[src/cpu_config.svh]
`ifndef CPU_CONFIG_SVH
`define CPU_CONFIG_SVH

// instruction memory, 64 words
`define CPU_INST_ADDR_W 6

// data memory, 32 words
`define CPU_DATA_ADDR_W 5

// first fetch after the program is loaded
`define CPU_RESET_PC 0

`endif

[src/isa_pkg.sv]
`include "cpu_config.svh"

package isa_pkg;

	typedef logic [31:0] word_t;
	typedef logic [4:0] reg_idx_t;
	typedef logic [`CPU_INST_ADDR_W-1:0] inst_addr_t;

	// op_io uses the rt field as selector: 0 reads the input stream into rd,
	// 1 sends rs to the output stream
	typedef enum logic [5:0] {
		op_special = 6'h00,
		op_j       = 6'h02,
		op_beq     = 6'h04,
		op_bne     = 6'h05,
		op_addiu   = 6'h09,
		op_andi    = 6'h0c,
		op_ori     = 6'h0d,
		op_lw      = 6'h23,
		op_sw      = 6'h2b,
		op_io      = 6'h3f
	} opcode_t;

	typedef enum logic [5:0] {
		f_sll  = 6'h00,
		f_halt = 6'h0d,
		f_addu = 6'h21,
		f_subu = 6'h23,
		f_and  = 6'h24,
		f_or   = 6'h25,
		f_xor  = 6'h26,
		f_slt  = 6'h2a
	} funct_t;

	typedef enum logic [3:0] {
		alu_add,
		alu_sub,
		alu_and,
		alu_or,
		alu_xor,
		alu_slt,
		alu_sll,
		alu_pass
	} alu_op_t;

endpackage

[src/pipe_pkg.sv]
package pipe_pkg;
	import isa_pkg::*;

	typedef struct packed {
		logic reg_write;
		logic mem_read;
		logic mem_write;
		logic io_in;
		logic io_out;
		logic branch_eq;
		logic branch_ne;
		logic jump;
		logic halt;
		logic alu_src_imm;
		logic imm_zero_ext;
		alu_op_t alu_op;
	} ctrl_t;

	typedef struct packed {
		word_t inst;
		inst_addr_t pc;
		inst_addr_t pc1;
	} fetch_pkt_t;

	typedef struct packed {
		ctrl_t ctrl;
		reg_idx_t rs;
		reg_idx_t rt;
		reg_idx_t dest;
		logic [4:0] shamt;
		logic [15:0] imm;
		logic [25:0] jidx;
		inst_addr_t pc1;
	} dec_pkt_t;

	typedef struct packed {
		dec_pkt_t dec;
		word_t rs_val;
		word_t rt_val;
	} op_pkt_t;

	typedef struct packed {
		ctrl_t ctrl;
		word_t alu_result;
		word_t store_data;
		reg_idx_t dest;
		inst_addr_t branch_target;
		inst_addr_t jump_target;
		logic eq;
		inst_addr_t pc1;
	} ex_pkt_t;

	typedef struct packed {
		logic we;
		reg_idx_t dest;
		word_t data;
	} wb_t;

	typedef enum logic [1:0] {
		st_load,
		st_run,
		st_wait,
		st_halt
	} core_state_t;

endpackage

[src/execution.sv]
`timescale 1ns/1ps

module execution
	import isa_pkg::*, pipe_pkg::*;
(
	input logic CLK,
	input logic reset,
	input logic valid,
	input op_pkt_t op,
	output logic ex_valid,
	output ex_pkt_t ex
);

	word_t imm_ext;
	word_t alu_b;
	word_t alu_y;

	assign imm_ext = op.dec.ctrl.imm_zero_ext ? {16'b0, op.dec.imm}
		: {{16{op.dec.imm[15]}}, op.dec.imm};
	assign alu_b = op.dec.ctrl.alu_src_imm ? imm_ext : op.rt_val;

	always_comb begin
		case (op.dec.ctrl.alu_op)
			alu_add:  alu_y = op.rs_val + alu_b;
			alu_sub:  alu_y = op.rs_val - alu_b;
			alu_and:  alu_y = op.rs_val & alu_b;
			alu_or:   alu_y = op.rs_val | alu_b;
			alu_xor:  alu_y = op.rs_val ^ alu_b;
			alu_slt:  alu_y = {31'b0, $signed(op.rs_val) < $signed(alu_b)};
			alu_sll:  alu_y = alu_b << op.dec.shamt;
			default:  alu_y = op.rs_val;
		endcase
	end

	always_ff @(posedge CLK) begin
		if (valid) begin
			ex.ctrl <= op.dec.ctrl;
			ex.alu_result <= alu_y;
			ex.store_data <= op.rt_val;
			ex.dest <= op.dec.dest;
			// word addressed, so the offset adds directly
			ex.branch_target <= op.dec.pc1 + inst_addr_t'(imm_ext);
			ex.jump_target <= inst_addr_t'(op.dec.jidx);
			ex.eq <= (op.rs_val == op.rt_val);
			ex.pc1 <= op.dec.pc1;
		end
	end

	always_ff @(posedge CLK) begin
		if (reset)
			ex_valid <= 1'b0;
		else
			ex_valid <= valid;
	end

endmodule

[config.mk]
export PLATFORM = sky130hd
export DESIGN_NAME = execution
export DESIGN_NICKNAME = d
export VERILOG_FILES = /design/src/isa_pkg.sv /design/src/pipe_pkg.sv /design/src/execution.sv
export VERILOG_INCLUDE_DIRS = /design/src
export SDC_FILE = /design/constraint.sdc
export NUM_CORES = 1
export LEC_CHECK = 0
export ABC_AREA = 1
export BUFFER_PORTS_ARGS = -buffer_cell sky130_fd_sc_hd__buf_2
export CAP_MARGIN = 20
export CORE_MARGIN = 2
export CORE_UTILIZATION = 55
export DETAILED_ROUTE_END_ITERATION = 7
export PLACE_DENSITY = 0.76
export SLEW_MARGIN = 25
export SYNTH_ARGS = -nofsm -noshare
export SYNTH_HDL_FRONTEND = slang
export SYNTH_SLANG_ARGS = --single-unit
[constraint.sdc]
create_clock -name CLK -period 6.61 [get_ports CLK]
set_input_delay 0 -clock CLK [delete_from_list [all_inputs] [get_ports CLK]]
set_output_delay 0 -clock CLK [all_outputs]
set_load 0.005 [all_outputs]
# == After elaboration in Yosys (flattened, before gate mapping) ==
# Index checks and enable logic that the tools add are counted.
# word_totals
ff_bits,104
latch_bits,0
ramBits,0
romBits,0
inputBits,150
out_inout_bits,104
word_cells,39
mem_count,0
# op_classes
addsub,3
multipliers,0
div,0
magnitude_cmp,1
n_eq_ne,7
shift,1
muxes,3
bitwise_logic,3
n_reduce_logical,1
# op_table
operator,count
case mux 32 bit (7 select lines),1
2-to-1 mux 32 bit,2
adder 32 bit,1
bitwise AND 32 bit,1
== test 32 bit,1
< comparator 32 bit,1
OR 32 bit,1
<< shifter 32 x 5 -> 32 bit,1
subtractor 32 bit,1
XOR 32 bit,1
== test 4 x 3 -> 1 bit (second input constant),3
== test 4 x 2 -> 1 bit (second input constant),2
adder 6 bit,1
== test 4 x 1 -> 1 bit (second input constant),1
logical NOT 4 bit,1

# == Logic depth before layout (Yosys ltp) ==
# depth
ltp_word,4
mapped_depth,23

# == Worst setup path after synthesis ==
# Ideal clock, no wire load.
# synth_timing
path_kind,in2reg
startpoint,input port op[137] in the netlist's numbering
endpoint,"register ex[87] in the netlist's numbering, data pin"
setup_time_ps,254
t_arrival_ps,2186
path_slack_ps,4170
stages,17
path_cell_list,buf_6 nand2_4 buf_2 buf_1 nand2_1 ha_1 buf_2 nand2_1 inv_1 a21oi_1 nand2_1 a21oi_1 nand3_1 nand3_1 nand3_1 nor2_1 nand2_1
# synth_via
elab_chain_len,3
# synth_rtl
item,line,text
start: declaration,execution.sv:9,"input op_pkt_t op,"
2-to-1 mux 32 bit *,execution.sv:20,assign alu_b = op.dec.ctrl.alu_src_imm ? imm_ext : op.rt_val;
"subtractor 32 bit, or another cell as far along",execution.sv:25,alu_sub: alu_y = op.rs_val - alu_b;
case mux 32 bit (7 select lines) *,execution.sv:23,case (op.dec.ctrl.alu_op)
named net alu_y[31],execution.sv:16,word_t alu_y;
end: declaration,execution.sv:11,output ex_pkt_t ex
# The timed path passes the listed nets; every way through them passes the cells marked *.
# A chain may end at the register's enable or synchronous reset.

# == Final worst setup path ==
# layout_timing
startpoint,input port op[137] in the netlist's numbering
endpoint,"register ex[86] in the netlist's numbering, data pin"
# The elaborated chain is that of the path after synthesis.

==> results.py <==
metrics = {
    "drt": {
        "highest_layer": "met5",
        "wl_per_cell_um": 21.2,
        "met3_length_mm": 5.65,
        "vias_per_cell": 5.87,
        "route.met2.wl_mm": 24.0,
        "vias": 14700,
        "ant_nets": 0,
        "first_pass_iters": 8,
        "drc_errors": 13,
        "routed_wl_mm": 53.2,
        "wl_met1_mm": 19.4,
        "drt-initial-drc-count": 1830,
    },
    "grt": {
        "grt_util_all_layers_pct": 43.3,
        "gr-total-overflow": 0,
        "grt_max_degree": 65,
        "antenna_found_initial": 2,
        "grt_pass1_wl_mm": 78.2,
        "grt_pass1_vias": 13500,
    },
    "layout": {
        "nets": 2482,
        "fin_cells": 2510,
        "post-route-cell-area_mm2": 0.0146,
        "area_growth_pct": 16.8,
        "drive_above_1_share_pct": 12.5,
    },
    "critical_path": {
        "crit_type": "in -> reg",
        "startpoint_type": "input port",
        "arrival_ns": 3.60,
        "crit_required_ns": 6.72,
        "path_max_fanout": 30,
        "critical_path.endpoint_type": "flop",
    },
    "sta": {
        "worstMarginPinSlew_ns": 1.15,
        "period_needed_ns": 3.49,
        "timing.fmax_mhz": 287,
        "setup_viol": 0,
        "setup-tns-final_ns": 0,
        "period_share_pct": 52.7,
        "slew_violations": 0,
        "slew_headroom_pct": 23.0,
        "grt_setup_unrepaired": "false",
        "hold_viol_final": 0,
    },
    "hold_path": {
        "hold_class": "in -> reg",
        "holdPathEnd": "ex[86]",
        "hp-start": "op[62]",
        "hold_path_depth": 3,
    },
    "job": {
        "drv_cap": 0,
    },
    "synthesis": {
        "synthCells": 1986,
        "ys.flop_type": "edfxtp_1",
        "yosysTopAreaCell": "edfxtp_1",
        "synth.area.top_cells": "edfxtp_1 (25%), nand2_1 (18%), nand3_1 (12%), ha_1 (11%), inv_1 (8.9%)",
        "synth_cell_types": 51,
        "synth_edf_count": 103,
        "async_flop_share_pct": 0,
        "yosysMostFrequentCell": "nand2_1",
        "seq_area_frac_synth_pct": 24.9,
        "ys_warn_count": 0,
        "synthesis.area_mm2": 0.0125,
        "synth_fp_nets": 2249,
        "synth_top_area_share_pct": 24.8,
        "yosys-top-cells-count": "nand2_1 (600), nand3_1 (302), inv_1 (296), nor2_1 (168), ha_1 (110)",
        "ys_seq_elements": 104,
        "synth_area_per_cell_um2": 6.29,
    },
    "clock_tree": {
        "htree_levels": 3,
        "clockBufferDepth": 2,
        "clk_pin_slew_ns": 0.08,
        "numClockSinks": 104,
        "cts_made_buffers": 9,
        "cts_root_buf": "clkbuf_16",
        "cts_setup_buffers": 0,
        "cts_tree": "done",
    },
    "power": {
        "seq_power_share_pct": 32.9,
        "finalPower_w": 0.00248,
        "p_sw_w": 0.00105,
        "swShare_pct": 42.1,
        "ir_drop_uv": 112,
        "leakagePower_nw": 7.71,
        "combPwrFrac_pct": 42.8,
        "powerDensity_mw_per_mm2": 170,
        "p_int_w": 0.00144,
        "clkPwrFrac_pct": 24.3,
    },
    "floorplan": {
        "start_util_pct": 55.7,
        "rows": 55,
        "die_w_um": 155,
        "ioPinCount": 254,
        "die_height_um": 155,
        "die_area_mm2": 0.0239,
        "core_area_mm2": 0.0224,
    },
    "placed_design": {
        "portBuffers": 223,
        "placed_area_mm2": 0.0136,
        "post-dp-hpwl_mm": 41.1,
        "dp.cells": 2428,
        "gp_congestion": 1.01,
    },
    "run_status": {
        "outcome": "finished with violations",
        "violations": "design-rule violations",
    },
}
[cell usage in the layout, fill, tap and decap left out, drive strengths merged, types with 53 or more instances in the layout]
master         n
a21oi         94
buf          228
dlygate4sd3   65
edfxtp       103
ha           110
inv          302
nand2        604
nand3        308
nor2         171
o21ai         53
[layer usage]
| layer | vias to the layer above | global-route usage, % |
|---|---|---|
| met5 | - | 0 |
| met3 | 217 | 6.67 |
| met1 | 6575 | 52.1 |
| met4 | 2 | 28.2 |
| li1 | 6910 | - |
| met2 | 1034 | 72.1 |
[how the worst max path moves through the flow]
stage,start,to,slack (ns)
6_report,op[137],ex[86],3.12
5_1_grt,op[136],ex[56],2.89
3_5_place_dp,op[137],ex[82],2.94
3_3_place_gp,op[137],ex[82],3.03
2_1_floorplan,op[137],ex[87],4.17
4_1_cts,op[136],ex[56],3.28
[logic make-up (layout without fill, tap and decap cells)]
| family | after synthesis | in the layout | synth area share (%) |
|---|---|---|---|
| buffers and inverters | 376 | 614 | 12.1 |
| and+or+nand+nor | 1150 | 1150 | 39.6 |
| AOI/OAI and AO/OA | 215 | 215 | 9.90 |
| DFF | 104 | 104 | 24.9 |
| adders and majority gates | 113 | 113 | 11.5 |
| xor gates and xnor gates | 28 | 28 | 1.96 |
| other | 0 | 1 | 0 |
[power groups by stage]
| stage | Sequential [W] | Combinational [W] | Clock [W] |
|---|---|---|---|
| after floorplan | 0.000838 | 0.000615 | 0 |
| after global placement | 0.000827 | 0.000978 | 0 |
| after detailed placement | 0.000828 | 0.000991 | 0 |
| after CTS | 0.000814 | 0.00103 | 0.000594 |
| after global routing | 0.000822 | 0.00115 | 0.000617 |
| final | 0.000817 | 0.00106 | 0.000603 |
[flip-flops by register name, indices dropped and copies added (netlist names)]
name      cells
ex          103
ex_valid      1
[per-stage QoR]
step | utilization (%) | worst slack, ns | hold slack [ns]
global route | 65.0 | 2.89 | 0.0474
floorplan | - | 4.17 | 0.0712
detailed placement | 60.8 | 2.94 | 0.179
CTS | 65.0 | 3.28 | 0.0160
finish | 65.0 | 3.12 | 0.0208
global placement | 60.8 | 3.03 | 0.158
[cell type report]
| cell class | count | area [um^2] |
|---|---|---|
| Clock inverter | 6 | 76.3 |
| Clock buffer | 10 | 229 |
| Tap cell | 285 | 357 |
| Fill cell | 2140 | 7840 |
| Antenna cell | 1 | 2.50 |
| Sequential cell | 104 | 3110 |
| Inverter | 305 | 1140 |
| Multi-Input combinational cell | 1506 | 7860 |
| Timing Repair Buffer | 293 | 1810 |
[worst max-delay path: stages]
cell and delay [ns]:
buf_2 0.29, inv_1 0.65, nand2_1 0.21, nand2_1 0.24, inv_1 0.09, ha_1 0.42, nor2_1 0.27, nand3_1 0.13
nand2_1 0.17, nand2_1 0.08, nand2_1 0.28, nand2_1 0.13, nand2_1 0.09, nand2_1 0.04, nand3_1 0.12, nand2_1 0.07
nor2_1 0.19, nand3_1 0.11
[repair_timing]
item                                   4_1_cts  5_1_grt
gates resized for setup                      0        0
hold buffers                                65        0
endpoints found under the hold margin       65        0
Power figures use the tool's default switching activity.
