[config.mk]
export PLATFORM = sky130hd
export DESIGN_NAME = inst_fetch
export DESIGN_NICKNAME = d
export VERILOG_FILES = /design/src/isa_pkg.sv /design/src/pipe_pkg.sv /design/src/inst_fetch.sv
export VERILOG_INCLUDE_DIRS = /design/src
export SDC_FILE = /design/constraint.sdc
export NUM_CORES = 2
export LEC_CHECK = 0
export BUFFER_PORTS_ARGS = -buffer_cell sky130_fd_sc_hd__buf_2
export CORE_MARGIN = 2
export CORE_UTILIZATION = 55
export CTS_CLUSTER_SIZE = 12
export DETAILED_ROUTE_END_ITERATION = 16
export GPL_ROUTABILITY_DRIVEN = 0
export HOLD_SLACK_MARGIN = 0.12
export PLACE_DENSITY_LB_ADDON = 0.08
export REMOVE_ABC_BUFFERS = 1
export SYNTH_ARGS = -nofsm -noshare
export SYNTH_HDL_FRONTEND = slang
export SYNTH_SLANG_ARGS = --single-unit
[constraint.sdc]
create_clock -name CLK -period 9.21 [get_ports CLK]
set_clock_uncertainty 0.2 [all_clocks]
set_input_delay 1.842 -clock CLK [delete_from_list [all_inputs] [get_ports CLK]]
set_output_delay 1.842 -clock CLK [all_outputs]
set_load 0.01 [all_outputs]
[src/cpu_config.svh]
`ifndef CPU_CONFIG_SVH
`define CPU_CONFIG_SVH

// instruction memory, 64 words
`define CPU_INST_ADDR_W 6

// data memory, 32 words
`define CPU_DATA_ADDR_W 5

// first fetch after the program is loaded
`define CPU_RESET_PC 0

`endif

[src/isa_pkg.sv]
`include "cpu_config.svh"

package isa_pkg;

	typedef logic [31:0] word_t;
	typedef logic [4:0] reg_idx_t;
	typedef logic [`CPU_INST_ADDR_W-1:0] inst_addr_t;

	// op_io uses the rt field as selector: 0 reads the input stream into rd,
	// 1 sends rs to the output stream
	typedef enum logic [5:0] {
		op_special = 6'h00,
		op_j       = 6'h02,
		op_beq     = 6'h04,
		op_bne     = 6'h05,
		op_addiu   = 6'h09,
		op_andi    = 6'h0c,
		op_ori     = 6'h0d,
		op_lw      = 6'h23,
		op_sw      = 6'h2b,
		op_io      = 6'h3f
	} opcode_t;

	typedef enum logic [5:0] {
		f_sll  = 6'h00,
		f_halt = 6'h0d,
		f_addu = 6'h21,
		f_subu = 6'h23,
		f_and  = 6'h24,
		f_or   = 6'h25,
		f_xor  = 6'h26,
		f_slt  = 6'h2a
	} funct_t;

	typedef enum logic [3:0] {
		alu_add,
		alu_sub,
		alu_and,
		alu_or,
		alu_xor,
		alu_slt,
		alu_sll,
		alu_pass
	} alu_op_t;

endpackage

[src/pipe_pkg.sv]
package pipe_pkg;
	import isa_pkg::*;

	typedef struct packed {
		logic reg_write;
		logic mem_read;
		logic mem_write;
		logic io_in;
		logic io_out;
		logic branch_eq;
		logic branch_ne;
		logic jump;
		logic halt;
		logic alu_src_imm;
		logic imm_zero_ext;
		alu_op_t alu_op;
	} ctrl_t;

	typedef struct packed {
		word_t inst;
		inst_addr_t pc;
		inst_addr_t pc1;
	} fetch_pkt_t;

	typedef struct packed {
		ctrl_t ctrl;
		reg_idx_t rs;
		reg_idx_t rt;
		reg_idx_t dest;
		logic [4:0] shamt;
		logic [15:0] imm;
		logic [25:0] jidx;
		inst_addr_t pc1;
	} dec_pkt_t;

	typedef struct packed {
		dec_pkt_t dec;
		word_t rs_val;
		word_t rt_val;
	} op_pkt_t;

	typedef struct packed {
		ctrl_t ctrl;
		word_t alu_result;
		word_t store_data;
		reg_idx_t dest;
		inst_addr_t branch_target;
		inst_addr_t jump_target;
		logic eq;
		inst_addr_t pc1;
	} ex_pkt_t;

	typedef struct packed {
		logic we;
		reg_idx_t dest;
		word_t data;
	} wb_t;

	typedef enum logic [1:0] {
		st_load,
		st_run,
		st_wait,
		st_halt
	} core_state_t;

endpackage

[src/inst_fetch.sv]
`timescale 1ns/1ps
`include "cpu_config.svh"

module inst_fetch
	import isa_pkg::*, pipe_pkg::*;
(
	input logic CLK,
	input logic reset,
	input word_t prog_word,
	input logic prog_last,
	input logic prog_valid,
	input logic retire,
	input inst_addr_t next_pc,
	input logic halt_req,
	output logic prog_ready,
	output logic fetch_valid,
	output fetch_pkt_t fetch,
	output logic halted
);

	word_t imem [2**`CPU_INST_ADDR_W];
	core_state_t state;
	inst_addr_t load_addr;
	inst_addr_t fetch_pc;
	logic prog_fire;
	logic fetch_en;

	assign prog_ready = (state == st_load);
	assign halted = (state == st_halt);
	assign prog_fire = prog_valid && prog_ready;

	// first fetch comes from the reset pc, later ones from the retiring instruction
	assign fetch_pc = (state == st_run) ? inst_addr_t'(`CPU_RESET_PC) : next_pc;
	assign fetch_en = (state == st_run) || (state == st_wait && retire && !halt_req);

	always_ff @(posedge CLK) begin
		if (prog_fire)
			imem[load_addr] <= prog_word;
		if (fetch_en) begin
			fetch.inst <= imem[fetch_pc];
			fetch.pc <= fetch_pc;
			fetch.pc1 <= fetch_pc + 1'b1;
		end
	end

	always_ff @(posedge CLK) begin
		if (reset) begin
			state <= st_load;
			load_addr <= '0;
			fetch_valid <= 1'b0;
		end else begin
			fetch_valid <= fetch_en;
			case (state)
				st_load: begin
					if (prog_fire) begin
						load_addr <= load_addr + 1'b1;
						if (prog_last)
							state <= st_run;
					end
				end
				st_run: state <= st_wait;
				st_wait: if (halt_req) state <= st_halt;
				default: ;
			endcase
		end
	end

	// retire only answers an outstanding fetch
	assert property (@(posedge CLK) disable iff (reset)
		retire |-> (state == st_wait));

	// one instruction in flight, so nothing retires next to a fetch
	assert property (@(posedge CLK) disable iff (reset)
		fetch_valid |-> !retire);

endmodule

**Word level (Yosys, flattened, before mapping)**

Memories as Yosys holds them, arrays and structs flattened. A register that Yosys moved wholly into a read port is not among the register bits.
Index checks and enable logic that the tools add are counted.

- Register bits: 21
- Latch bits: 0
- Bits in writable memories: 2,048
- Memory bits (read-only): 0
- Input port bits: 44
- Output and inout port bits: 47
- Logic and storage cells: 30
- Memories kept: 1

- Add/subtract/negate cells: 2
- Multipliers: 0
- Div/mod/pow operators: 0
- Magnitude comparators: 0
- Equality and inequality tests: 6
- Shifts and indexed selects: 0
- Mux-type cells: 7
- Bitwise gates (word level): 0
- Reduce and logical (&&, ||, !) cells: 9

Memory list:

| name | words | bits a word | rd ports | clocked after Yosys merged registers in | write ports | RTL line | source |
|---|---|---|---|---|---|---|---|
| imem | 64 | 32 | 1 | 1 | 1 | inst_fetch.sv:21 | `` word_t imem [2**`CPU_INST_ADDR_W]; `` |

Operator list:

| cell | number |
|---|---|
| 6-bit by 1-bit adder with 6-bit output (second input constant) | 2 |
| 2-bit two-way mux | 3 |
| 6-bit two-way mux | 1 |
| 2-bit case mux with 3 select lines | 1 |
| 2-bit equality test (second input constant) | 2 |
| 2-bit inequality test (second input constant) | 2 |
| 4-bit AND reduction | 1 |
| 1-bit logical AND | 3 |
| 3-bit nonzero test | 1 |
| 2-bit by 1-bit equality test with 1-bit output (second input constant) | 1 |
| 2-bit logical NOT | 1 |
| 1-bit two-way mux | 2 |
| 2-bit by 1-bit inequality test with 1-bit output (second input constant) | 1 |
| 2-bit AND reduction | 1 |
| 1-bit logical NOT | 1 |
| 1-bit logical OR | 1 |

**Longest topological paths before layout**

- Depth after elaboration: 4
- Gate-level depth with buffers: 13
- Depth with buffers taken out: 10

**Least setup slack after synthesis**

Ideal clock, no wire load.

- Kind: input to register
- From: input port prog_valid
- To: memory imem[47][0] (netlist name) (enable)
- Setup time: 0.421 ns
- Arrival: 3.825 ns
- Required time: 8.589 ns
- Slack: 4.764 ns
- Stages on the path: 4
- Path buffers: 1
- Cell sequence: and3_1 -> clkbuf_1 -> nand3_1 -> nor2_1

- Longest elaborated chain between the ends: 3

Ends and longest elaborated chain:

| item | RTL line | source |
|---|---|---|
| start: declaration | inst_fetch.sv:11 | `input logic prog_valid,` |
| 1-bit logical AND | inst_fetch.sv:30 | `assign prog_fire = prog_valid && prog_ready;` |
| 1-bit two-way mux | inst_fetch.sv:37 | `if (prog_fire)` |
| 1-bit two-way mux (not written as such) | inst_fetch.sv:38 | `imem[load_addr] <= prog_word;` |
| end: declaration | inst_fetch.sv:21 |  |

No other way between the ends.

**Worst setup path in the final report**

- From: register state[0]
- To: register, netlist name fetch[39]

- Longest elaborated chain between the ends: 4
- Elaborated cells between the ends (all ways): 6
- Classes of those cells: 2 x eq/ne; 1 x mux; 3 x reduce/logical

Ends and longest elaborated chain:

| item | RTL line | source |
|---|---|---|
| start: declaration | inst_fetch.sv:22 | `core_state_t state;` |
| start signal: assignment | inst_fetch.sv:48 | `state <= st_load;` |
| start signal: assignment | inst_fetch.sv:58 | `state <= st_run;` |
| start signal: assignment | inst_fetch.sv:61 | `st_run: state <= st_wait;` |
| 2-bit equality test | inst_fetch.sv:34 | `assign fetch_en = (state == st_run) \|\| (state == st_wait && retire && !halt_req);` |
| 1-bit logical AND (2 in a row) | inst_fetch.sv:34 |  |
| 1-bit logical OR | inst_fetch.sv:34 |  |

Several ways; a longest one is shown, not always the timed one.
A chain may end at the register's enable or synchronous reset.

==> metrics.md <==
| Metric | Value |
|---|---|
| DRC Markers | 0 |
| Arr. time, crit path | 6000 ps |
| Reg2Reg Capture Point | fetch[39] |
| CP max stage delay | 740 ps |
| Gr usage total | 30.7% |
| VDD IR max | 0.189 mV |
| Syn Area/Cell | 16.9 µm² |
| FF+latch count, synth | 2101 |
| Worst r2r src | state[0] |
| Final Max Slew Viols | 0 |
| Tmin final | 5630 ps |
| Post-Route WL | 235000 µm |
| Cell area power density | 239 nW/µm² |
| Largest net degree at the start of global routing | 123 |
| Num CTS Buffers | 210 |
| Longest Clk Path Bufs | 3 |
| Hold Violations, Final | 0 |
| Multi-input gate area | 18800 µm² |
| # IOs | 91 |
| CP Depth | 9 |
| N_diodes | 0 |
| Wire per inst | 32.7 µm |
| Clk_lat worst skew | 810 ps |
| Max_cap viols | 0 |
| Global-route wire length before repair | 332000 µm |
| Largest family of logic cells by synthesized area | multiplexers |
| Vias | 46600 |
| Crit path buf inv count | 4 |
| Yosys cell types | 45 |
| Fin nets | 5068 |
| Synth warnings | 0 |
| Vias per Instance | 6.49 |
| Worst setup path endpoint | fetch[39] |
| Clock tree sinks | 2101 |
| FF/Latch Area | 63000 µm² |
| PortBufs | 90 |
| Die Area | 154000 µm² |
| Reg2reg path depth | 9 |
| Finished Layout Cells | 7173 |
| Final ANT Viol Nets | 0 |
| Simple logic cell fraction of the synthesized area | 4.55% |
| Slowest CP cell | buf_4 |
| XOR/XNOR Fraction of Synth Area | 0.0846% |
| Adder-Cell Fraction of Synth Area | 0.106% |
| Startpoint Class | flop |
| Slew HR | 10.6% |
| Most common cell after layout, fill and taps aside | edfxtp_1 |
| Fmax | 0.178 GHz |
| Post-CTS setup buffer count | 0 |
| Unrepaired setup endpoints after global routing | false |
| Actual slew at the worst max-slew pin | 1340 ps |
| Most frequent CP cell | buf_4 |
| Fraction of registers with async set/reset | 0% |
| Tcrit/Tclk final | 61.1% |
| Post-DP HPWL | 128000 µm |
| CTS tree | done |
| First-pass DRT Iterations | 6 |
| Total Power | 22.1 mW |
| Overall die height | 392 µm |
| LEAKAGE | 30.3 nW |
| Multiplexer share of the synthesized area | 9.63% |
| Post-synthesis compound-gate area fraction | 7.63% |
| Post-cts sizing count | 0 |
| FILL cells | 10800 |
| DP Cell Count | 6821 |
| Initial drt markers | 5333 |
| Reg clk slew, reported paths | 60 ps |
| Final setup vio count | 0 |
| Register-to-register setup slack | 3580 ps |
| Synthesized area | 82800 µm² |
| Number of flops mapped to enable cells by yosys | 2092 |
| Worst EP required | 9590 ps |
| Setup CP Type | flop to flop |
| Max Fanout on Critical Path | 53 |
| Worst Hold Class | flop to flop |
| Commonest cells after routing, fill and taps aside | edfxtp_1 (2092), mux2i_1 (545), nand2_1 (306) |
| Gate Count Post-Synth | 4890 |
| Floorplan row count | 142 |
| Critical path endpoint category | flop |
| Ys flop type | edfxtp_1 |
| Core ar. | 150000 µm² |
| Vias in the first global route | 44300 |
| Hold Buf Count CTS | 0 |
| CP cell instances | ha_4 -> buf_4 -> buf_4 -> buf_4 -> nor2_2 -> buf_4 -> o221ai_1 -> a31oi_1 -> a32o_1 |
| H-tree lvl count | 4 |
| Delay-heaviest family, CP | buffers and inverters |
| Die W | 392 µm |
| Area Overhead vs Synth | 11.6% |
| Starting Density | 55.4% |
| GRT Residual Overflow | 0 |
| Crit path from | state[0] |
| Initial antenna violation count | 12 |
| Status | completed |
| Layout cell share with drive strength beyond 1 | 14.8% |
| Sequential-to-total area share from yosys stat | 76.1% |
| Root Driver | clkbuf_16 |
| Fin util | 61.8% |
synthesized netlist by cell type (all sizes together) (2+ instances only):
cell type  number  area (µm²)
o2111ai        64         561
clkbuf        162         608
ha              7        87.6
mux2i         545        5460
dfxtp           9         180
o221ai        160        1400
o31ai          32         240
a2bb2oi        32         280
a21oi         162         811
xor2            7        61.3
inv             9        33.8
o22ai         128         801
mux4           64        1440
nor2b         104         651
a32o           32         320
a211oi          2        15.0
and2            4        25.0
nand2         312        1170
buf           185         955
or2             4        25.0
a31oi          96         601
a211o          32         280
o21ai          97         485
a221oi         32         280
nand3         231        1160
nor3           32         160
edfxtp       2092       62800
nand2b         36         225
a22oi          32         240
nor2           82         310
mux2           96        1080
nand3b          2        15.0
how the worst min path moves through the flow:
| stage | endpoint | startpoint | cells past startpoint | slack [ps] |
|---|---|---|---|---|
| 5_1_grt | load_addr[1] | load_addr[1] | 2 | 380 |
| 3_3_place_gp | load_addr[2] | load_addr[2] | 2 | 320 |
| 2_1_floorplan | load_addr[1] | load_addr[1] | 2 | 290 |
| 4_1_cts | load_addr[2] | load_addr[2] | 2 | 350 |
| 3_5_place_dp | load_addr[2] | load_addr[2] | 2 | 330 |
| 6_report | load_addr[2] | load_addr[2] | 2 | 340 |
flip-flops by register name, indices dropped and copies added (netlist names):
register / count
imem: 2048
fetch: 44
load_addr: 6
state: 2
fetch_valid: 1
area by class of cell:
class | instances | share of cell area, %
clock buffer | 280 | 6.17
multi-input combinational | 2433 | 20.3
inverter | 9 | 0.0447
sequential | 2101 | 68.2
tap | 2016 | 2.73
clock inverter | 72 | 0.532
timing repair buffer | 262 | 1.99
cell families after synthesis:
family,Yosys count
flops,2101
mux,705
compound gates,902
fa+ha+maj,7
simple gates,811
xor+xnor,8
buf+inv,356
per-stage QoR:
stage / hold WS (ps) / worst slack, ps / TNS (ps) / area, µm²
6_report: 337 / 3580 / 0 / 92400
5_1_grt: 377 / 3540 / 0 / 92400
4_1_cts: 347 / 3690 / 0 / 92400
3_5_place_dp: 335 / 2960 / 0 / 86200
3_3_place_gp: 322 / 2980 / 0 / 86200
2_1_floorplan: 293 / -94.9 / -3040 / 81300
worst reg2reg max path: cells and delay by family, from the launching register on:
family          cells  cell delay [ps]
compound gates      3             1300
flops               1              450
buf+inv             4             2520
fa+ha+maj           1              580
simple gates        1              350
routing by layer:
| layer | up-vias | wire length, µm | GRT usage (%) |
|---|---|---|---|
| li1 | 19900 | - | - |
| met1 | 24000 | 96600 | 44.6 |
| met2 | 2263 | 106000 | 45.9 |
| met3 | 364 | 22400 | 6.78 |
| met4 | 10 | 9280 | 11.4 |
| met5 | - | 57 | 0 |
report_power, final:
group / total, mW / internal (mW) / switching (mW)
sequential: 10.9 / 10.8 / 0.162
combinational: 3.30 / 0.831 / 2.47
clock: 7.87 / 4.40 / 3.47
total: 22.1 / 16.0 / 6.10
Note: power is estimated with default switching activity, not from simulation.
