`src/cpu_config.svh`:
```
`ifndef CPU_CONFIG_SVH
`define CPU_CONFIG_SVH

// instruction memory, 64 words
`define CPU_INST_ADDR_W 6

// data memory, 32 words
`define CPU_DATA_ADDR_W 5

// first fetch after the program is loaded
`define CPU_RESET_PC 0

`endif

```
`src/isa_pkg.sv`:
```
`include "cpu_config.svh"

package isa_pkg;

	typedef logic [31:0] word_t;
	typedef logic [4:0] reg_idx_t;
	typedef logic [`CPU_INST_ADDR_W-1:0] inst_addr_t;

	// op_io uses the rt field as selector: 0 reads the input stream into rd,
	// 1 sends rs to the output stream
	typedef enum logic [5:0] {
		op_special = 6'h00,
		op_j       = 6'h02,
		op_beq     = 6'h04,
		op_bne     = 6'h05,
		op_addiu   = 6'h09,
		op_andi    = 6'h0c,
		op_ori     = 6'h0d,
		op_lw      = 6'h23,
		op_sw      = 6'h2b,
		op_io      = 6'h3f
	} opcode_t;

	typedef enum logic [5:0] {
		f_sll  = 6'h00,
		f_halt = 6'h0d,
		f_addu = 6'h21,
		f_subu = 6'h23,
		f_and  = 6'h24,
		f_or   = 6'h25,
		f_xor  = 6'h26,
		f_slt  = 6'h2a
	} funct_t;

	typedef enum logic [3:0] {
		alu_add,
		alu_sub,
		alu_and,
		alu_or,
		alu_xor,
		alu_slt,
		alu_sll,
		alu_pass
	} alu_op_t;

endpackage

```
`src/pipe_pkg.sv`:
```
package pipe_pkg;
	import isa_pkg::*;

	typedef struct packed {
		logic reg_write;
		logic mem_read;
		logic mem_write;
		logic io_in;
		logic io_out;
		logic branch_eq;
		logic branch_ne;
		logic jump;
		logic halt;
		logic alu_src_imm;
		logic imm_zero_ext;
		alu_op_t alu_op;
	} ctrl_t;

	typedef struct packed {
		word_t inst;
		inst_addr_t pc;
		inst_addr_t pc1;
	} fetch_pkt_t;

	typedef struct packed {
		ctrl_t ctrl;
		reg_idx_t rs;
		reg_idx_t rt;
		reg_idx_t dest;
		logic [4:0] shamt;
		logic [15:0] imm;
		logic [25:0] jidx;
		inst_addr_t pc1;
	} dec_pkt_t;

	typedef struct packed {
		dec_pkt_t dec;
		word_t rs_val;
		word_t rt_val;
	} op_pkt_t;

	typedef struct packed {
		ctrl_t ctrl;
		word_t alu_result;
		word_t store_data;
		reg_idx_t dest;
		inst_addr_t branch_target;
		inst_addr_t jump_target;
		logic eq;
		inst_addr_t pc1;
	} ex_pkt_t;

	typedef struct packed {
		logic we;
		reg_idx_t dest;
		word_t data;
	} wb_t;

	typedef enum logic [1:0] {
		st_load,
		st_run,
		st_wait,
		st_halt
	} core_state_t;

endpackage

```
`src/inst_decode.sv`:
```
`timescale 1ns/1ps

module inst_decode
	import isa_pkg::*, pipe_pkg::*;
(
	input logic CLK,
	input logic reset,
	input logic valid,
	input fetch_pkt_t fetch,
	output logic dec_valid,
	output dec_pkt_t dec
);

	ctrl_t ctrl;
	reg_idx_t dest;

	always_comb begin
		opcode_t opcode;
		funct_t funct;
		opcode = opcode_t'(fetch.inst[31:26]);
		funct = funct_t'(fetch.inst[5:0]);
		ctrl = '0;
		dest = fetch.inst[20:16];
		case (opcode)
			op_special: begin
				dest = fetch.inst[15:11];
				ctrl.reg_write = 1'b1;
				case (funct)
					f_sll:  ctrl.alu_op = alu_sll;
					f_addu: ctrl.alu_op = alu_add;
					f_subu: ctrl.alu_op = alu_sub;
					f_and:  ctrl.alu_op = alu_and;
					f_or:   ctrl.alu_op = alu_or;
					f_xor:  ctrl.alu_op = alu_xor;
					f_slt:  ctrl.alu_op = alu_slt;
					f_halt: begin
						ctrl.reg_write = 1'b0;
						ctrl.halt = 1'b1;
					end
					default: ctrl.reg_write = 1'b0;
				endcase
			end
			op_addiu: begin
				ctrl.reg_write = 1'b1;
				ctrl.alu_src_imm = 1'b1;
			end
			op_andi, op_ori: begin
				ctrl.reg_write = 1'b1;
				ctrl.alu_src_imm = 1'b1;
				ctrl.imm_zero_ext = 1'b1;
				ctrl.alu_op = (opcode == op_andi) ? alu_and : alu_or;
			end
			op_lw: begin
				ctrl.reg_write = 1'b1;
				ctrl.mem_read = 1'b1;
				ctrl.alu_src_imm = 1'b1;
			end
			op_sw: begin
				ctrl.mem_write = 1'b1;
				ctrl.alu_src_imm = 1'b1;
			end
			op_beq: ctrl.branch_eq = 1'b1;
			op_bne: ctrl.branch_ne = 1'b1;
			op_j:   ctrl.jump = 1'b1;
			op_io: begin
				// rt holds the selector here, so the input lands in rd
				dest = fetch.inst[15:11];
				if (fetch.inst[20:16] == 5'd0) begin
					ctrl.io_in = 1'b1;
					ctrl.reg_write = 1'b1;
				end else if (fetch.inst[20:16] == 5'd1) begin
					ctrl.io_out = 1'b1;
					ctrl.alu_op = alu_pass;
				end
			end
			default: ;
		endcase
	end

	always_ff @(posedge CLK) begin
		if (reset)
			dec_valid <= 1'b0;
		else
			dec_valid <= valid;
	end

	always_ff @(posedge CLK) begin
		if (valid) begin
			dec.ctrl <= ctrl;
			dec.rs <= fetch.inst[25:21];
			dec.rt <= fetch.inst[20:16];
			dec.dest <= dest;
			dec.shamt <= fetch.inst[10:6];
			dec.imm <= fetch.inst[15:0];
			dec.jidx <= fetch.inst[25:0];
			dec.pc1 <= fetch.pc1;
		end
	end

endmodule

```
`config.mk`:
```
export PLATFORM = sky130hd
export DESIGN_NAME = inst_decode
export DESIGN_NICKNAME = d
export VERILOG_FILES = /design/src/isa_pkg.sv /design/src/pipe_pkg.sv /design/src/inst_decode.sv
export VERILOG_INCLUDE_DIRS = /design/src
export SDC_FILE = /design/constraint.sdc
export NUM_CORES = 1
export LEC_CHECK = 0
export BUFFER_PORTS_ARGS = -buffer_cell sky130_fd_sc_hd__buf_2
export CORE_ASPECT_RATIO = 1.2
export CORE_MARGIN = 10
export CORE_UTILIZATION = 40
export CTS_BUF_LIST = sky130_fd_sc_hd__clkbuf_4
export DETAILED_ROUTE_END_ITERATION = 12
export HOLD_SLACK_MARGIN = 0.03
export PLACE_DENSITY = 0.78
export SYNTH_ARGS = -nofsm -noshare
export SYNTH_HDL_FRONTEND = slang
export SYNTH_SLANG_ARGS = --single-unit
```
`constraint.sdc`:
```
create_clock -name CLK -period 1.3 [get_ports CLK]
set_clock_uncertainty 0.05 [all_clocks]
set_input_delay 0.13 -clock CLK [delete_from_list [all_inputs] [get_ports CLK]]
set_output_delay 0.13 -clock CLK [all_outputs]
set_load 0.1 [all_outputs]
```
# --- Yosys cells after proc, flatten, opt, wreduce, memory -nomap -nowiden ---
# Index checks and enable logic that the tools add are counted.
word_totals:
  regBits: 84
  inputBits: 47
  out_inout_bits: 84
  elab_cells: 65
op_classes:
  eq_ne: 17
  n_mux: 18
  n_bitwise: 1
  reduce_logical: 9
ops:
  columns: ["cell", "n"]
  rows:
  - ["$eq A6 B6 Y1 const B", 9]
  - ["$eq A6 B4 Y1 const B", 4]
  - ["$pmux W3 S6", 1]
  - ["$eq A6 B3 Y1 const B", 2]
  - ["$logic_not A6 Y1", 2]
  - ["$mux W1", 12]
  - ["$pmux W4 S3", 1]
  - ["$reduce_or A7 Y1", 1]
  - ["$eq A6 B2 Y1 const B", 1]
  - ["$mux W3", 2]
  - ["$reduce_or A2 Y1", 3]
  - ["$eq A5 B1 Y1 const B", 1]
  - ["$logic_not A5 Y1", 1]
  - ["$mux W5", 1]
  - ["$reduce_or A5 Y1", 1]
  - ["$reduce_or A4 Y1", 1]
  - ["$pmux W1 S3", 1]
  - ["$not A1 Y1", 1]

# --- Longest topological paths before layout ---
# Gate-level depths: netlist (run 1).
logic_depth:
  ltp_word: 4
  ltp_mapped: 5
  depth_no_buf: 4

# --- Worst setup path before layout (run 1) ---
# No wires, ideal clock.
synth_path:
  kind: "register to output"
  start: "register dec[48] (netlist name)"
  end: "output dec[38] (netlist name)"
  arrival_ns: 1.364
  setup_slack_ns: -0.244
  stages_incl_launch_ff: 2
  n_path_buf: 1
  cell_sequence: "edfxtp_1 buf_4"
synth_rtl:
  columns: ["item", "line_no", "text"]
  rows:
  - ["end, declared", "inst_decode.sv:11", "output dec_pkt_t dec"]

==> results of run 1 <==
-- flip-flops by register name, indices dropped and copies added (netlist names) --
register	cells
dec_valid	1
dec	51
-- final cells by class --
| class | instances | share of cell area [%] |
|---|---|---|
| sequential | 52 | 44.2 |
| timing repair buffer | 178 | 40.8 |
| multi-input combinational | 58 | 11.2 |
| tap | 62 | 2.21 |
| clock buffer | 6 | 1.28 |
| clock inverter | 1 | 0.143 |
| inverter | 1 | 0.107 |
-- per-stage QoR --
stage | area (um2) | util, % | setup slack [ns] | total power, W | setup TNS [ns]
2_1_floorplan | 2550 | - | -0.164 | 0.00389 | -3.87
5_1_grt | 3510 | 65.8 | -0.0284 | 0.00502 | -0.155
6_report | 3510 | 65.8 | 0.0158 | 0.00489 | 0
3_3_place_gp | 2930 | 54.8 | -0.176 | 0.00400 | -1.43
4_1_cts | 3490 | 65.4 | -0.0794 | 0.00488 | -0.229
3_5_place_dp | 2930 | 54.8 | -0.209 | 0.00402 | -1.60
-- worst max path at each step --
| stage | to | slack [ns] |
|---|---|---|
| final | dec[13] | 0.02 |
| after global routing | dec[16] | -0.03 |
| after global placement | dec[68]$_DFFE_PP_ | -0.18 |
| after floorplan | dec[38] | -0.16 |
| after CTS | dec[14] | -0.08 |
| after detailed placement | dec[68]$_DFFE_PP_ | -0.21 |
-- logic make-up after synthesis --
kind of cell,Yosys count
DFF,52
other,1
AOI/OAI and AO/OA,11
buffers and inverters,39
muxes,5
xor gates and xnor gates,2
and+or+nand+nor,39
-- layer usage --
| layer | track usage, % | wire length, um | up-vias |
|---|---|---|---|
| met4 | 6.02 | 150 | 0 |
| li1 | - | - | 814 |
| met5 | 0 | 0 | - |
| met1 | 13.6 | 2310 | 804 |
| met2 | 25.8 | 3430 | 90 |
| met3 | 4.82 | 690 | 13 |
-- what timing repair did --
item	CTS	global route
endpoints found under the setup margin	75	12
hold buffers	33	0
resized for setup	72	11
endpoints found under the hold margin	36	0
-- power by group through the flow --
stage                     Clock, W  Sequential (W)  Combinational, W
after CTS                 0.000707         0.00203           0.00214
after floorplan                  0         0.00298          0.000916
after global placement           0         0.00206           0.00195
after global routing      0.000766         0.00205           0.00220
final                     0.000700         0.00204           0.00215
after detailed placement         0         0.00206           0.00196
-- critical path, delay by kind of cell (launching register included) --
| family | cells | cell delay (ns) |
|---|---|---|
| buffers and inverters | 2 | 0.31 |
| flip-flops | 1 | 0.44 |
-- cell usage in the layout (no fill, tap or decap), drive strengths merged, types with 3 or more instances in the layout --
master and instances:
nor4 6, edfxtp 51, nand2 8, nor3 5, mux2 5, clkbuf 7
buf 144, a21oi 3, dlygate4sd3 33, nor2 4, and3 3
==> flow_metrics.env, run 1 <==
export IMPL_wire_per_inst_um=18.4
export IMPL_port_buffers=123
export IMPL_max_freq_ghz=0.779
export IMPL_synth_top_area_cell="edfxtp_1"
export IMPL_place_congestion=0.724
export IMPL_ys_top_cells_by_area="edfxtp_1 69%, buf_4 11%, mux2_2 2.5%"
export IMPL_ir_drop_v=0.000610
export IMPL_synth_mux_area_share_pct=2.55
export IMPL_dp_hpwl_um=4670
export IMPL_grt_overflow=0
export IMPL_clockPowerShare_pct=14.3
export IMPL_core_area_mm2=0.00533
export IMPL_drv_slew=0
export IMPL_cp_end_kind="output port"
export IMPL_seq_area_mm2=0.00155
export IMPL_postSynthCellCount=149
export IMPL_wl_um=6580
export IMPL_detail_route_vias_per_cell=4.81
export IMPL_ys_seq_area_share_pct=70.2
export IMPL_multi_input_area_um2=394
export IMPL_vias=1721
export IMPL_criticalPathCategory="reg -> out"
export IMPL_drc=0
export IMPL_holdWs_ns=0.0413
export IMPL_n_antenna_cell=0
export IMPL_avgSynthCellArea_um2=14.8
export IMPL_p_comb_share_pct=44.0
export IMPL_drt_initial_drc_count=73
export IMPL_run_status="completed"
export IMPL_post_cts_buffers=0
export IMPL_crit_chain="buf_6 > buf_12"
export IMPL_synth_nets=196
export IMPL_htreeDepth=2
export IMPL_p_seq_share_pct=41.7
export IMPL_setup_worst_path_start="dec[49]$_DFFE_PP_"
export IMPL_area_delta_synth_final_pct=58.9
export IMPL_whs_endpoint="dec[57]$_DFFE_PP_"
export IMPL_grt_total_usage_pct=14.0
export IMPL_power_internal_w=0.00266
export IMPL_final_nets=343
export IMPL_stdcell_count=358
export IMPL_cts_buffers=5
export IMPL_clk_pin_slew_worst_paths_ns=0.14
export IMPL_first_pass_iters=4
export IMPL_hold_path_class="in -> reg"
export IMPL_dieArea_mm2=0.00891
export IMPL_cts_sinks=52
export IMPL_die_h_um=101
export IMPL_finalCriticalPeriod_ns=1.28
export IMPL_ys_flop_type="edfxtp_1"
export IMPL_setup_violations=0
export IMPL_antenna_found_initial=0
export IMPL_fill_cells=405
export IMPL_critPathLaunchType="flop"
export IMPL_cts_buffer_depth=2
export IMPL_p_per_area_mw_per_mm2=1390
export IMPL_pin_count=131
export IMPL_synthSimpleGateAreaFrac_pct=10.5
export IMPL_die_x_um=87.9
export IMPL_maxCapViolations=0
export IMPL_ys_ff_latch=52
export IMPL_p_switching_w=0.00223
export IMPL_min_delay_start="fetch[32]"
export IMPL_drive_gt1_share_pct=55.1
export IMPL_rsz0062_at_grt="true"
export IMPL_synth_xor_area_share_pct=0.793
export IMPL_path_max_fanout=2
export IMPL_cts_tree="built"
export IMPL_finalCritPeriodShare_pct=98.8
export IMPL_grt_pass1_wl_um=9660
export IMPL_hold_depth=2
export IMPL_yosys_top_cells_count="51 x edfxtp_1, 32 x buf_4, 7 x nand2_1"
export IMPL_cpPeakStageDelay_ns=0.44
export IMPL_synth_top_family_by_area="buffers and inverters"
export IMPL_start_util_pct=41.4
export IMPL_synth_fa_ha_area_share_pct=0
export IMPL_hold_viol=0
export IMPL_first_global_vias=1852
export IMPL_cts_root_buf="clkbuf_4"
export IMPL_ant_nets=0
export IMPL_grt_max_degree=53
export IMPL_power_leakage_nw=1.51
export IMPL_yosysWarnings=0
export IMPL_async_flop_share_pct=0
export IMPL_sw_frac_of_total_pct=45.6
export IMPL_synth_most_common_cell="edfxtp_1"
export IMPL_synth_cell_types=35
export IMPL_syn_area_mm2=0.00221
export IMPL_synth_compound_area_share_pct=3.57
export IMPL_arrival_ns=1.10
export IMPL_dp_cells=318
export IMPL_cp_data_required_time_ns=1.12
export IMPL_slowest_stage="edfxtp_1"
export IMPL_synth_edf_count=51
export IMPL_synth_top_cell_area_share_pct=69.3
export IMPL_num_rows=29
No activity file was read; power rests on OpenSTA's default activity.
==> run 2, diff against run 1 <==
--- a/config.mk
+++ b/config.mk
@@ -13,7 +13,7 @@
 export CTS_BUF_LIST = sky130_fd_sc_hd__clkbuf_4
 export DETAILED_ROUTE_END_ITERATION = 12
 export HOLD_SLACK_MARGIN = 0.03
-export PLACE_DENSITY = 0.78
+export PLACE_DENSITY = 0.76
 export SYNTH_ARGS = -nofsm -noshare
 export SYNTH_HDL_FRONTEND = slang
 export SYNTH_SLANG_ARGS = --single-unit
==> run 2 against run 1 <==
Critical path depth is 1 lower. Flip-flop and latch count stayed put. Die area stayed put. Sequential power hardly changed. Largest cell class unchanged.
==> flow_metrics.env, run 2 (synthesized netlist as in run 1, its figures left out) <==
export IMPL_htreeDepth=2
export IMPL_setup_violations=0
export IMPL_path_delay_family="flip-flops"
export IMPL_detail_route_vias_per_cell=4.79
export IMPL_drt_initial_drc_count=63
export IMPL_hold_path_class="in -> reg"
export IMPL_final_area_mm2=0.00341
export IMPL_clk_pin_slew_worst_paths_ns=0.13
export IMPL_critPathLaunchType="flop"
export IMPL_cpPeakStageDelay_ns=0.42
export IMPL_grt_total_usage_pct=13.3
export IMPL_finalCriticalPeriod_ns=1.27
export IMPL_vias=1697
export IMPL_run_status="completed"
export IMPL_drive_gt1_share_pct=54.5
export IMPL_core_area_mm2=0.00533
export IMPL_crit_chain="buf_4"
export IMPL_p_per_area_mw_per_mm2=1410
export IMPL_p_switching_w=0.00219
export IMPL_p_seq_share_pct=42.3
export IMPL_hold_viol=0
export IMPL_cp_data_required_time_ns=1.12
export IMPL_wire_per_inst_um=17.7
export IMPL_rsz0062_at_grt="true"
export IMPL_clockPowerShare_pct=14.2
export IMPL_cts_root_buf="clkbuf_4"
export IMPL_power_leakage_nw=1.47
export IMPL_die_h_um=101
export IMPL_final_cell_mix="94 x buf_4, 51 x edfxtp_1, 40 x buf_2"
export IMPL_postLayoutCoreUtil_pct=64.0
export IMPL_cts_buffer_depth=2
export IMPL_place_area_mm2=0.00282
export IMPL_port_buffers=123
export IMPL_path_buf_inv=1
export IMPL_maxCapViolations=0
export IMPL_area_delta_synth_final_pct=54.5
export IMPL_grt_pass1_wl_um=9390
export IMPL_holdWs_ns=0.0618
export IMPL_cts_sinks=52
export IMPL_grt_max_degree=53
export IMPL_dp_hpwl_um=4420
export IMPL_ant_nets=0
export IMPL_start_util_pct=41.4
export IMPL_first_global_vias=1792
export IMPL_pin_count=131
export IMPL_finalCritPeriodShare_pct=97.7
export IMPL_dieArea_mm2=0.00891
export IMPL_antenna_found_initial=0
export IMPL_slowest_stage="edfxtp_1"
export IMPL_reg_largest_list="dec: 51 flops, dec_valid: 1 flops"
export IMPL_sw_frac_of_total_pct=45.6
export IMPL_num_rows=29
export IMPL_path_max_fanout=3
export IMPL_grt_overflow=0
export IMPL_power_internal_w=0.00262
export IMPL_p_comb_share_pct=43.6
export IMPL_dp_slack_ns=-0.212
export IMPL_ir_drop_v=0.000566
export IMPL_post_cts_buffers=0
export IMPL_wl_um=6260
export IMPL_max_flop_register="dec"
export IMPL_cts_tree="built"
export IMPL_final_common_cell="buf_4"
export IMPL_cts_buffers=5
export IMPL_setup_ws_ns=0.0293
export IMPL_cp_end_kind="output port"
export IMPL_fill_cells=410
export IMPL_criticalPathCategory="reg -> out"
export IMPL_drv_slew=0
export IMPL_die_x_um=87.9
export IMPL_max_freq_ghz=0.787
export IMPL_stdcell_count=354
export IMPL_final_nets=339
export IMPL_arrival_ns=1.09
export IMPL_n_antenna_cell=0
export IMPL_place_congestion=0.828
export IMPL_first_pass_iters=4
export IMPL_dp_cells=314
export IMPL_largest_reg_flops=51
export IMPL_drc=0
==> run 2: changes by cell type in the layout (fill, tap and decap cells not counted) <==
cell	previous run	this run
buf_12	8	3
buf_4	92	94
buf_6	4	3
==> run 2: final timing paths <==
check / start / end / slack (ns) / depth (start not counted)
setup / recovery: dec[50]$_DFFE_PP_ / dec[14] / 0.03 / 1
hold / removal: fetch[12] / dec[32]$_DFFE_PP_ / 0.06 / 2
==> run 2: stage by stage <==
| step | total power [W] | TNS [ns] |
|---|---|---|
| 3_5_place_dp | 0.00396 | -1.70 |
| 4_1_cts | 0.00484 | -0.760 |
| 2_1_floorplan | 0.00389 | -3.87 |
| 5_1_grt | 0.00497 | -0.282 |
| 6_report | 0.00481 | 0 |
| 3_3_place_gp | 0.00395 | -1.49 |
==> run 2: cell type report <==
type                       count  area (um2)  share of cell area [%]
clock buffer                   6        45.0                    1.32
timing repair buffer         174        1340                    39.2
sequential                    52        1550                    45.4
clock inverter                 1        5.00                   0.147
inverter                       1        3.75                   0.110
multi-input combinational     58         394                    11.5
tap                           62        77.6                    2.27
==> run 2: repair_timing <==
action / in CTS / in global routing
hold buffers: 33 / 0
endpoints found under the hold margin: 36 / 0
resized for setup: 71 / 22
endpoints found under the setup margin: 80 / 14
==> run 2: power by group through the flow <==
stage               Sequential, W  Combinational (W)  Clock [W]
finish                    0.00203            0.00209   0.000681
global route              0.00205            0.00215   0.000777
CTS                       0.00203            0.00208   0.000729
detailed placement        0.00206            0.00190          0
global placement          0.00205            0.00190          0
floorplan                 0.00298           0.000916          0
==> run 2: per-layer routing <==
metal,share of wire [%],up-vias,track usage (%)
met2,53,83,24.2
met3,9.2,8,3.94
li1,-,805,-
met4,2.4,0,6.27
met5,0,-,0
met1,35,801,13.5
